<file path="src/source/decode_pkg.sv">
`default_nettype none

package decode_pkg;

    // Plain widths
    typedef logic [31:0] instr_t;       // Instruction word from fetch
    typedef logic [3:0]  reg_idx_t;     // Register number
    typedef logic [15:0] imm_t;         // Immediate field
    typedef logic [4:0]  shamt_t;       // Shift amount
    typedef logic [1:0]  shdir_t;       // Shift direction

    localparam int NUM_INT_LINES = 24;  // Interrupt vector width

    typedef logic [NUM_INT_LINES-1:0] int_vec_t;

    // Instruction field positions
    localparam int OPC_HI    = 31;
    localparam int OPC_LO    = 24;
    localparam int RD_HI     = 23;
    localparam int RD_LO     = 20;
    localparam int RM_HI     = 19;
    localparam int RM_LO     = 16;
    localparam int RN_HI     = 15;
    localparam int RN_LO     = 12;
    localparam int SHAMT_HI  = 11;
    localparam int SHAMT_LO  = 7;
    localparam int SHDIR_HI  = 6;
    localparam int SHDIR_LO  = 5;
    localparam int IMM_HI    = 15;
    localparam int IMM_LO    = 0;

    // Opcode bit 4 marks the immediate form of the ALU groups
    localparam int OPC_IMM_BIT = 28;

    typedef enum logic [7:0] {
        OP_LDRI   = 8'h10,              // Rd <- [Rm + imm]
        OP_STRI   = 8'h30,              // [Rm + imm] <- Rd
        OP_MOVI   = 8'h24,              // Rd <- imm
        OP_ADD    = 8'h40,
        OP_ADDC   = 8'h41,
        OP_SUB    = 8'h42,
        OP_RSUB   = 8'h43,
        OP_SUBC   = 8'h44,
        OP_RSUBC  = 8'h45,
        OP_ADDI   = 8'h50,
        OP_ADDIC  = 8'h51,
        OP_SUBI   = 8'h52,
        OP_RSUBI  = 8'h53,
        OP_SUBIC  = 8'h54,
        OP_RSUBIC = 8'h55,
        OP_AND    = 8'h60,
        OP_BIC    = 8'h61,
        OP_OR     = 8'h62,
        OP_XOR    = 8'h63,
        OP_ANDI   = 8'h70,
        OP_BICI   = 8'h71,
        OP_ORI    = 8'h72,
        OP_XORI   = 8'h73,
        OP_CMP    = 8'h68,              // Flags from Rm - sh(Rn)
        OP_TST    = 8'h69,              // Flags from Rm & sh(Rn)
        OP_CMPI   = 8'h78,
        OP_TSTI   = 8'h79,
        OP_INT    = 8'hF0               // Software interrupt
    } opcode_t;

    typedef enum logic [3:0] {
        ALU_ADD,
        ALU_ADC,
        ALU_SUB,
        ALU_SBC,
        ALU_AND,
        ALU_BIC,
        ALU_OR,
        ALU_XOR,
        ALU_MOV
    } alu_op_t;

    typedef enum logic [1:0] {
        DEST_NONE,                      // Flags only
        DEST_REG,                       // Write Rd
        DEST_LOAD,                      // Memory read into Rd
        DEST_STORE                      // Memory write of Rd
    } dest_t;

    typedef enum logic {
        OPND_REG,                       // Shifted Rn
        OPND_IMM                        // Immediate field
    } opnd_t;

    // Control bundle handed to execute
    typedef struct packed {
        alu_op_t  alu_op;
        dest_t    dest;
        opnd_t    opnd;
        logic     reverse;              // Swap ALU operands
        logic     set_flags;
        shamt_t   shamt;
        shdir_t   shdir;
        imm_t     imm;
        reg_idx_t rd;
        reg_idx_t rm;
        reg_idx_t rn;
    } exec_ctl_t;

    typedef struct packed {
        logic take;                     // Word needs an interrupt
        logic undefined;                // Opcode not in the table
        imm_t vector;
    } trap_t;

endpackage

`default_nettype wire

</file>
<file path="src/source/instr_decoder.sv">
`timescale 1ns/1ps
`default_nettype none

module instr_decoder
    import decode_pkg::*;
(
    input  wire logic  clk,
    input  wire logic  reset,
    input  wire instr_t instr,
    input  wire logic  load,
    output trap_t      trap,
    output exec_ctl_t  ctl
);

    opcode_t   opcode;
    exec_ctl_t dec;
    logic      defined;
    logic      is_int;
    exec_ctl_t ctl_q;

    assign opcode = opcode_t'(instr[OPC_HI:OPC_LO]);

    always_comb begin
        dec           = '0;
        dec.rd        = instr[RD_HI:RD_LO];
        dec.rm        = instr[RM_HI:RM_LO];
        dec.rn        = instr[RN_HI:RN_LO];
        dec.shdir     = instr[SHDIR_HI:SHDIR_LO];
        dec.opnd      = opnd_t'(instr[OPC_IMM_BIT]); // ALU groups only
        dec.alu_op    = ALU_ADD;
        dec.dest      = DEST_REG;
        dec.reverse   = 1'b0;
        dec.set_flags = 1'b1;
        defined       = 1'b1;
        is_int        = 1'b0;

        case (opcode)
            OP_LDRI: begin
                dec.opnd      = OPND_IMM;
                dec.dest      = DEST_LOAD;
                dec.set_flags = 1'b0;
            end
            OP_STRI: begin
                dec.opnd      = OPND_IMM;
                dec.dest      = DEST_STORE;
                dec.set_flags = 1'b0;
            end
            OP_MOVI: begin
                dec.opnd      = OPND_IMM;
                dec.alu_op    = ALU_MOV;
                dec.set_flags = 1'b0;
            end
            OP_ADD, OP_ADDI: begin
                dec.alu_op = ALU_ADD;
            end
            OP_ADDC, OP_ADDIC: begin
                dec.alu_op = ALU_ADC;
            end
            OP_SUB, OP_SUBI: begin
                dec.alu_op = ALU_SUB;
            end
            OP_RSUB, OP_RSUBI: begin
                dec.alu_op  = ALU_SUB;
                dec.reverse = 1'b1;     // Operand minus Rm
            end
            OP_SUBC, OP_SUBIC: begin
                dec.alu_op = ALU_SBC;
            end
            OP_RSUBC, OP_RSUBIC: begin
                dec.alu_op  = ALU_SBC;
                dec.reverse = 1'b1;
            end
            OP_AND, OP_ANDI: begin
                dec.alu_op = ALU_AND;
            end
            OP_BIC, OP_BICI: begin
                dec.alu_op = ALU_BIC;
            end
            OP_OR, OP_ORI: begin
                dec.alu_op = ALU_OR;
            end
            OP_XOR, OP_XORI: begin
                dec.alu_op = ALU_XOR;
            end
            OP_CMP, OP_CMPI: begin
                dec.alu_op = ALU_SUB;
                dec.dest   = DEST_NONE; // Result dropped
            end
            OP_TST, OP_TSTI: begin
                dec.alu_op = ALU_AND;
                dec.dest   = DEST_NONE;
            end
            OP_INT: begin
                is_int = 1'b1;
            end
            default: begin
                defined = 1'b0;
            end
        endcase

        // Shift amount and immediate are mutually exclusive
        if (dec.opnd == OPND_IMM) begin
            dec.shamt = '0;
            dec.imm   = instr[IMM_HI:IMM_LO];
        end else begin
            dec.shamt = instr[SHAMT_HI:SHAMT_LO];
            dec.imm   = '0;
        end
    end

    always_comb begin
        trap.take      = is_int || !defined;
        trap.undefined = !defined;
        trap.vector    = is_int ? instr[IMM_HI:IMM_LO] : '0; // Undefined maps to 0
    end

    // Bundle register for execute
    always_ff @(posedge clk) begin
        if (load && !reset) begin
            ctl_q <= dec;
        end
    end

    assign ctl = ctl_q;

endmodule

`default_nettype wire

</file>
<file path="src/source/stage_flow.sv">
`timescale 1ns/1ps
`default_nettype none

module stage_flow
    import decode_pkg::*;
(
    input  wire logic  clk,
    input  wire logic  reset,
    input  wire logic  instr_req,
    input  wire logic  exec_rdy,
    input  wire trap_t trap,
    input  wire logic  int_fire,
    output logic       instr_rdy,
    output logic       exec_req,
    output logic       load,
    output logic       trap_load,
    output logic       drained
);

    logic exec_req_q;                   // Bundle waiting for execute
    logic halt_q;                       // Trap in flight
    logic accept;

    // Empty or emptying this cycle, and not halted
    assign instr_rdy = !halt_q && (!exec_req_q || exec_rdy);
    assign accept    = instr_req && instr_rdy;
    assign load      = accept && !trap.take;
    assign trap_load = accept && trap.take;
    assign exec_req  = exec_req_q;
    assign drained   = !exec_req_q;

    always_ff @(posedge clk) begin
        if (reset) begin
            exec_req_q <= 1'b0;
        end else if (load) begin
            exec_req_q <= 1'b1;
        end else if (exec_rdy) begin
            exec_req_q <= 1'b0;         // Taken by execute
        end
    end

    always_ff @(posedge clk) begin
        if (reset) begin
            halt_q <= 1'b0;
        end else if (trap_load) begin
            halt_q <= 1'b1;
        end else if (int_fire) begin
            halt_q <= 1'b0;             // Released after the pulse cycle
        end
    end

endmodule

`default_nettype wire

</file>
<file path="src/source/trap_ctrl.sv">
`timescale 1ns/1ps
`default_nettype none

module trap_ctrl
    import decode_pkg::*;
(
    input  wire logic  clk,
    input  wire logic  reset,
    input  wire trap_t trap,
    input  wire logic  trap_load,
    input  wire logic  drained,
    input  wire logic  exec_rdy,
    output logic       int_fire,
    output int_vec_t   int_line
);

    logic pending_q;
    logic undef_q;
    imm_t vector_q;
    logic fire_q;
    int_vec_t line_sel;

    always_ff @(posedge clk) begin
        if (reset) begin
            pending_q <= 1'b0;
            fire_q    <= 1'b0;
        end else begin
            fire_q <= pending_q && drained && exec_rdy;
            if (trap_load) begin
                pending_q <= 1'b1;
            end else if (pending_q && drained && exec_rdy) begin
                pending_q <= 1'b0;      // Fires next cycle
            end
        end
    end

    // Trap details for the line decode
    always_ff @(posedge clk) begin
        if (trap_load) begin
            undef_q  <= trap.undefined;
            vector_q <= trap.vector;
        end
    end

    // Vectors past the last line select nothing
    always_comb begin
        line_sel = '0;
        for (int i = 0; i < NUM_INT_LINES; i++) begin
            if (vector_q == imm_t'(i)) begin
                line_sel[i] = 1'b1;
            end
        end
        if (undef_q) begin
            line_sel = int_vec_t'(1); // Undefined opcode always on line 0
        end
    end

    assign int_fire = fire_q;
    assign int_line = fire_q ? line_sel : '0;

endmodule

`default_nettype wire

</file>
<file path="src/source/decode_stage.sv">
`timescale 1ns/1ps
`default_nettype none

module decode_stage
    import decode_pkg::*;
(
    input  wire logic   clk,
    input  wire logic   reset,
    input  wire instr_t instr,          // From fetch
    input  wire logic   instr_req,
    output logic        instr_rdy,
    output exec_ctl_t   ctl,            // To execute
    output logic        exec_req,
    input  wire logic   exec_rdy,
    output int_vec_t    int_line
);

    trap_t trap;
    logic  load;
    logic  trap_load;
    logic  drained;
    logic  int_fire;

    instr_decoder u_decoder (
        .clk   (clk),
        .reset (reset),
        .instr (instr),
        .load  (load),
        .trap  (trap),
        .ctl   (ctl)
    );

    stage_flow u_flow (
        .clk       (clk),
        .reset     (reset),
        .instr_req (instr_req),
        .exec_rdy  (exec_rdy),
        .trap      (trap),
        .int_fire  (int_fire),
        .instr_rdy (instr_rdy),
        .exec_req  (exec_req),
        .load      (load),
        .trap_load (trap_load),
        .drained   (drained)
    );

    trap_ctrl u_trap (
        .clk       (clk),
        .reset     (reset),
        .trap      (trap),
        .trap_load (trap_load),
        .drained   (drained),
        .exec_rdy  (exec_rdy),
        .int_fire  (int_fire),
        .int_line  (int_line)
    );

endmodule

`default_nettype wire

</file>
<file path="config.mk">
export PLATFORM = sky130hd
export DESIGN_NAME = decode_stage
export DESIGN_NICKNAME = d
export VERILOG_FILES = /design/src/source/decode_pkg.sv /design/src/source/instr_decoder.sv /design/src/source/stage_flow.sv /design/src/source/trap_ctrl.sv /design/src/source/decode_stage.sv
export SDC_FILE = /design/constraint.sdc
export NUM_CORES = 1
export LEC_CHECK = 0
export ABC_CLOCK_PERIOD_IN_PS = 10600
export BUFFER_PORTS_ARGS = -buffer_cell sky130_fd_sc_hd__buf_2
export CORE_UTILIZATION = 52
export DETAILED_ROUTE_END_ITERATION = 10
export GPL_TIMING_DRIVEN = 0
export PLACE_DENSITY = 0.92
export SYNTH_ARGS = -nofsm -noshare
export SYNTH_HDL_FRONTEND = slang
export SYNTH_SLANG_ARGS = --single-unit
</file>
<file path="constraint.sdc">
create_clock -name clk -period 10.6 [get_ports clk]
set_clock_uncertainty 0.1 [all_clocks]
set_input_delay 0 -clock clk [delete_from_list [all_inputs] [get_ports clk]]
set_output_delay 0 -clock clk [all_outputs]
set_load 0.03 [all_outputs]
</file>
==> out/metrics.yaml, run 1 <==
run_status:
  outcome: "finished, final reports clean"
route:
  postRouteAntennaNets: 0
  drtIter0Drc: 104
  routedWlPerCell_um: 14.20
  dr.pass1.iters: 4
  wl_mm: 6.093
  drc: 0
  num_vias: 2139
  viasPerCell: 4.986
floorplanning:
  io_pins: 106
  die-area_um2: 5581
  core-area_um2: 5107
  die_h_um: 74.71
  num_rows: 26
  die_w_um: 74.71
  start_util_pct: 53.82
sta:
  tightest_slew_ns: 0.6650
  period_share_pct: 25.61
  finalSetupViolCount: 0
  worst_hold_slack_ns: 0.04784
  fin_crit_ns: 2.715
  drv_slew: 0
  slew_headroom_pct: 55.67
  hold_viol_final: 0
  fmax_mhz: 368.3
  rsz0062_at_grt: "no"
  tns_ns: 0
  final.setup.worst_slack_ns: 7.885
final_layout:
  nFillCells: 348
  num_antenna_cells: 0
  area_growth_pct: 42.06
  fin_nets: 390
  ff_latch_area_um2: 1912
  drive_gt1_share_pct: 35.10
  multi_input_area_um2: 798.3
  final_core_util_pct: 76.46
placed_design:
  dp_slack_ns: 8.045
  gp_congestion: 0.7400
  dp_hpwl_mm: 3.915
  port_buffers: 102
synthesis:
  syn_nets: 244
  syn_inst: 208
  synth_area_um2: 2749
  yosysWarnings: 0
  synthDistinctLibCells: 36
  ys_ff_latch: 65
  synth_edf_count: 61
  seq_area_frac_synth_pct: 69.55
  syn_avg_cell_area_um2: 13.22
  synthArstFlopShare_pct: 0
  ys.flop_type: "edfxtp_1"
pwr:
  p_leak_nw: 1.619
  ir_drop_mv: 0.09206
  p_comb_share_pct: 8.5
  swShare_pct: 21.89
  p_per_area_nw_per_um2: 145.3
  pwr-share-seq_pct: 51.5
  internal_power_uw: 443.1
  clock_power_share_pct: 40.0
  p_sw_uw: 124.2
critical_path:
  critical_path_class: "in -> reg"
  start_kind: "primary input"
  cp.arrival_ns: 2.59
  crit_fanout: 17
  setup.worst_path.end_class: "flop"
  crit_required_ns: 10.48
clocking:
  htree_levels: 3
  cts_tree: "done"
  clk_path_buf_depth: 2
  cts.clk_slew.worst_paths_ns: 0.07
  cts-resized-gates: 0
  clock_latency_ns: 0.34
  cts.sinks: 65
  cts_root_buf: "clkbuf_8"
  cts_buffers: 9
grt:
  grt_start_max_net_pins: 32
  overflow: 0
  globalRouteTotalUtil_pct: 22.33
  antenna_found_initial: 0
  first_global_vias: 1940
  grt_pass1_wl_mm: 8.859
flow_run:
  drv_cap: 0
min_path:
  min-delay-path-class: "in -> reg"
-- cell type report --
type | instances | area share (%)
Sequential cell | 65 | 48.96
Clock inverter | 5 | 2.019
Inverter | 4 | 0.3845
Clock buffer | 11 | 3.364
Buffer | 8 | 0.8010
Tap cell | 70 | 2.243
Multi-Input combinational cell | 131 | 20.44
Timing Repair Buffer | 135 | 21.79
-- layer usage --
metal	track usage [%]	share of wire [%]	wire, um
met1	25.18	43	2607
met2	39.54	51	3087
met3	4.819	5.8	356
met4	12.16	0.69	42
met5	0	0	0
-- stage by stage --
| step | total power, mW | instances | cell area [um^2] |
|---|---|---|---|
| global route | 0.5834 | 429 | 3905 |
| CTS | 0.5671 | 429 | 3905 |
| finish | 0.5673 | 429 | 3905 |
| floorplan | 0.3199 | 208 | 2749 |
| global placement | 0.3340 | 380 | 3347 |
| detailed placement | 0.3361 | 381 | 3374 |
-- registers in the layout, summed over array words and instances (netlist names) --
signal            flops
u_flow.exec_req       1
u_trap.pending_q      1
u_trap.vector_q      16
u_flow.halt_q         1
u_trap.undef_q        1
u_decoder.ctl        44
u_trap.int_fire       1
-- cells by family after synthesis --
family	after synthesis	share of synthesized area, %
simple gates	115	24.49
compound gates	15	3.960
xor+xnor	1	0.3187
flops	65	69.55
buf+inv	12	1.684
-- timing repair --
action,CTS,global route
hold buffers,32,0
endpoints found under the hold margin,61,0
buffers inserted,0,0
-- path summary, 6_finish.rpt --
path	endpoint	cells past startpoint	slack [ns]	from
setup / recovery	u_trap.vector_q[1]	6	7.89	instr[24]
hold / removal	u_flow.halt_q	4	0.05	instr_req
setup reg to reg	u_decoder.ctl[43]	5	8.28	u_flow.exec_req
hold reg to reg	u_trap.int_fire	1	0.36	u_trap.pending_q
-- power by group through the flow --
stage	Combinational [mW]	Sequential, mW	Clock (mW)
4_1_cts	0.0474	0.292	0.227
3_3_place_gp	0.0364	0.298	0
2_1_floorplan	0.0191	0.301	0
5_1_grt	0.0520	0.293	0.238
3_5_place_dp	0.0383	0.298	0
6_report	0.0479	0.292	0.227
-- critical path, stage by stage --
cell and delay, ns:
dlygate4sd3_1 0.53, buf_2 0.15, nor4b_1 0.58, and4_1 0.32, clkbuf_1 0.34, o211a_1 0.66
-- placed cells by master, fill, tap and decap left out, drive strengths merged, types with 2 or more instances in the layout --
| master | count |
|---|---|
| buf | 104 |
| edfxtp | 61 |
| dlygate4sd3 | 32 |
| nor2 | 32 |
| and2 | 22 |
| nor2b | 21 |
| clkbuf | 18 |
| nand2b | 6 |
| nand2 | 5 |
| inv | 5 |
| nor4b | 4 |
| dfxtp | 4 |
| a22oi | 3 |
| nor3b | 3 |
| or3 | 3 |
| or4 | 3 |
| and4 | 2 |
| nor3 | 2 |
| nand3b | 2 |
| o211a | 2 |
| a21oi | 2 |
| and3 | 2 |
| a21boi | 2 |
| or2 | 2 |
| nand3 | 2 |
| a31oi | 2 |
| bufinv | 2 |
| clkinv | 2 |
-- cells in the mapped netlist, types with 2 or more instances --
| cell type | number | share of area [%] |
|---|---|---|
| nor2_1 | 32 | 4.4 |
| nor2b_1 | 21 | 4.8 |
| nor3_1 | 2 | 0.36 |
| inv_1 | 4 | 0.55 |
| nand3_1 | 2 | 0.36 |
| edfxtp_1 | 61 | 67 |
| or2_2 | 2 | 0.46 |
| and3_1 | 2 | 0.46 |
| and4_1 | 2 | 0.64 |
| nand2_1 | 5 | 0.68 |
| nor3b_1 | 3 | 0.82 |
| nand3b_1 | 2 | 0.55 |
| clkbuf_1 | 7 | 0.96 |
| o211a_1 | 2 | 0.73 |
| nand2b_1 | 6 | 1.4 |
| a21oi_1 | 2 | 0.36 |
| nor4b_1 | 4 | 1.3 |
| a31oi_1 | 2 | 0.46 |
| dfxtp_1 | 4 | 2.9 |
| a21boi_0 | 2 | 0.55 |
| or3_4 | 3 | 1.2 |
| a22oi_1 | 3 | 0.82 |
| and2_1 | 22 | 5.0 |
Power figures use the tool's default switching activity.
==> run 2, diff against run 1 <==
--- a/config.mk
+++ b/config.mk
@@ -5,12 +5,12 @@
 export SDC_FILE = /design/constraint.sdc
 export NUM_CORES = 1
 export LEC_CHECK = 0
-export ABC_CLOCK_PERIOD_IN_PS = 10600
+export ABC_CLOCK_PERIOD_IN_PS = 2600
 export BUFFER_PORTS_ARGS = -buffer_cell sky130_fd_sc_hd__buf_2
-export CORE_UTILIZATION = 52
+export CORE_UTILIZATION = 48
 export DETAILED_ROUTE_END_ITERATION = 10
 export GPL_TIMING_DRIVEN = 0
-export PLACE_DENSITY = 0.92
+export PLACE_DENSITY = 0.87
 export SYNTH_ARGS = -nofsm -noshare
 export SYNTH_HDL_FRONTEND = slang
 export SYNTH_SLANG_ARGS = --single-unit
==> constraint.sdc (replaced) <==
create_clock -name clk -period 2.6 [get_ports clk]
set_clock_uncertainty 0.1 [all_clocks]
set_input_delay 0 -clock clk [delete_from_list [all_inputs] [get_ports clk]]
set_output_delay 0 -clock clk [all_outputs]
set_load 0.03 [all_outputs]
==> run 2 against run 1 <==
Effect of this change: sequential power increased to 4.1 times the previous value; core utilization decreased by 7.2 points; clock power increased to 3.0 times the previous value.
==> out/metrics.yaml, run 2 (same netlist as run 1, synthesis figures left out) <==
sta:
  rsz0062_at_grt: "no"
  tightest_slew_ns: 0.7234
  tns_ns: 0
  period_share_pct: 96.37
  fin_crit_ns: 2.506
  drv_slew: 0
  slew_headroom_pct: 51.09
  finalSetupViolCount: 0
  hold_viol_final: 0
  fmax_mhz: 399.1
grt:
  globalRouteTotalUtil_pct: 21.25
  grt_pass1_wl_mm: 9.556
  antenna_found_initial: 0
  first_global_vias: 2025
  grt_start_max_net_pins: 23
  overflow: 0
route:
  num_vias: 2106
  routed.top_layer: "met4"
  drtIter0Drc: 157
  viasPerCell: 4.932
  postRouteAntennaNets: 0
  wl_met3_um: 378
  drc: 0
  wl_mm: 6.065
  wl_met1_mm: 2.524
  dr.pass1.iters: 4
  wl_met2_mm: 3.113
  routedWlPerCell_um: 14.20
floorplanning:
  die-area_um2: 6033
  die_h_um: 77.68
  die_w_um: 77.68
  io_pins: 106
  num_rows: 27
  start_util_pct: 49.92
  core-area_um2: 5507
placed_design:
  gp_congestion: 0.7441
  dp_hpwl_mm: 3.982
  port_buffers: 102
critical_path:
  rrSetupSlack_ns: 0.09
  reg2reg_from: "u_flow.exec_req"
  critical_path_class: "reg -> reg"
  cp.arrival_ns: 2.36
  r2r_cells: 4
  start_kind: "flop"
  crit_fanout: 22
  worstReg2RegEnd: "u_decoder.ctl[18]"
  crit_required_ns: 2.45
  setup.worst_path.end_class: "flop"
pwr:
  power_mw: 2.061
  ir_drop_mv: 0.4413
  clock_power_share_pct: 32.7
  p_sw_uw: 469.0
  swShare_pct: 22.75
  pwr-share-seq_pct: 57.9
  p_comb_share_pct: 9.4
  internal_power_mw: 1.592
  p_leak_nw: 1.567
  p_per_area_nw_per_um2: 540.1
min_path:
  min_from: "instr[28]"
  holdPathEnd: "u_decoder.ctl[16]"
  min-delay-path-class: "in -> reg"
  hold_depth: 3
run_status:
  outcome: "finished, final reports clean"
clocking:
  cts_root_buf: "clkbuf_8"
  cts_tree: "done"
  clk_path_buf_depth: 2
  htree_levels: 3
  cts.sinks: 65
  clock_latency_ns: 0.32
  cts_buffers: 9
  cts.clk_slew.worst_paths_ns: 0.06
final_layout:
  final_common_cell: "buf_2"
  fin_nets: 387
  final_core_util_pct: 69.30
  num_antenna_cells: 0
  most-common-layout-cells: "buf_2 (103), edfxtp_1 (61), nor2_1 (31)"
  drive_gt1_share_pct: 34.93
  largest_reg_flops: 44
  area_growth_pct: 38.83
flow_run:
  drv_cap: 0
[run 2: worst max-delay path by stage]
stage,from,end,slack [ns],depth (start not counted)
floorplan,u_flow.exec_req,u_decoder.ctl[0],0.18,4
global placement,u_flow.exec_req,u_decoder.ctl[0],-0.06,4
detailed placement,instr[26],u_decoder.ctl[11],-0.21,5
CTS,u_trap.vector_q[7],int_line[9],0.05,5
global route,u_flow.exec_req,u_decoder.ctl[41],0.02,4
finish,u_flow.exec_req,u_decoder.ctl[18],0.09,4
[run 2: layout make-up]
cell class	instances	area (um^2)
clock inverters	5	23.77
well taps	72	90.09
repair buffers	131	800.8
flip-flops and latches	65	1912
multi-input cells	132	815.8
plain buffers	8	31.28
fillers	414	1690
clock buffers	10	127.6
inverters	4	15.01
[run 2: repair_timing]
action / 4_1_cts / 5_1_grt
hold buffers: 29 / 0
hold endpoints to repair: 58 / 0
resized for setup: 1 / 1
setup buffers: 0 / 0
gates cloned: 1 / 0
endpoints found under the setup margin: 44 / 4
[run 2: worst max-delay path, cell delays in order, from the launching register on]
cell and delay [ns]:
dfxtp_1 0.32, nor2b_1 0.16, nor4b_1 0.62, nand2b_1 0.32, nor2_4 0.62
[run 2: layer usage]
| layer | vias up | track usage (%) |
|---|---|---|
| li1 | 1031 | - |
| met1 | 980 | 25.49 |
| met3 | 5 | 5.176 |
| met2 | 90 | 36.73 |
| met5 | - | 0 |
| met4 | 0 | 8.302 |
[run 2: metrics by stage]
step / hold WS (ns) / area [um^2] / setup WS, ns / std cells
after floorplan: -0.001131 / 2756 / 0.1846 / 208
after global placement: 0.07718 / 3357 / -0.06070 / 382
after detailed placement: 0.07814 / 3357 / -0.2071 / 382
after CTS: 0.01013 / 3810 / 0.04967 / 427
after global routing: 0.02720 / 3816 / 0.02072 / 427
final: 0.01923 / 3816 / 0.09429 / 427
[run 2: power by group through the flow]
stage / clock, mW / sequential [mW] / combinational, mW
finish: 0.675 / 1.19 / 0.194
global route: 0.741 / 1.20 / 0.213
CTS: 0.690 / 1.19 / 0.193
detailed placement: 0 / 1.21 / 0.157
global placement: 0 / 1.21 / 0.150
floorplan: 0 / 1.23 / 0.0792
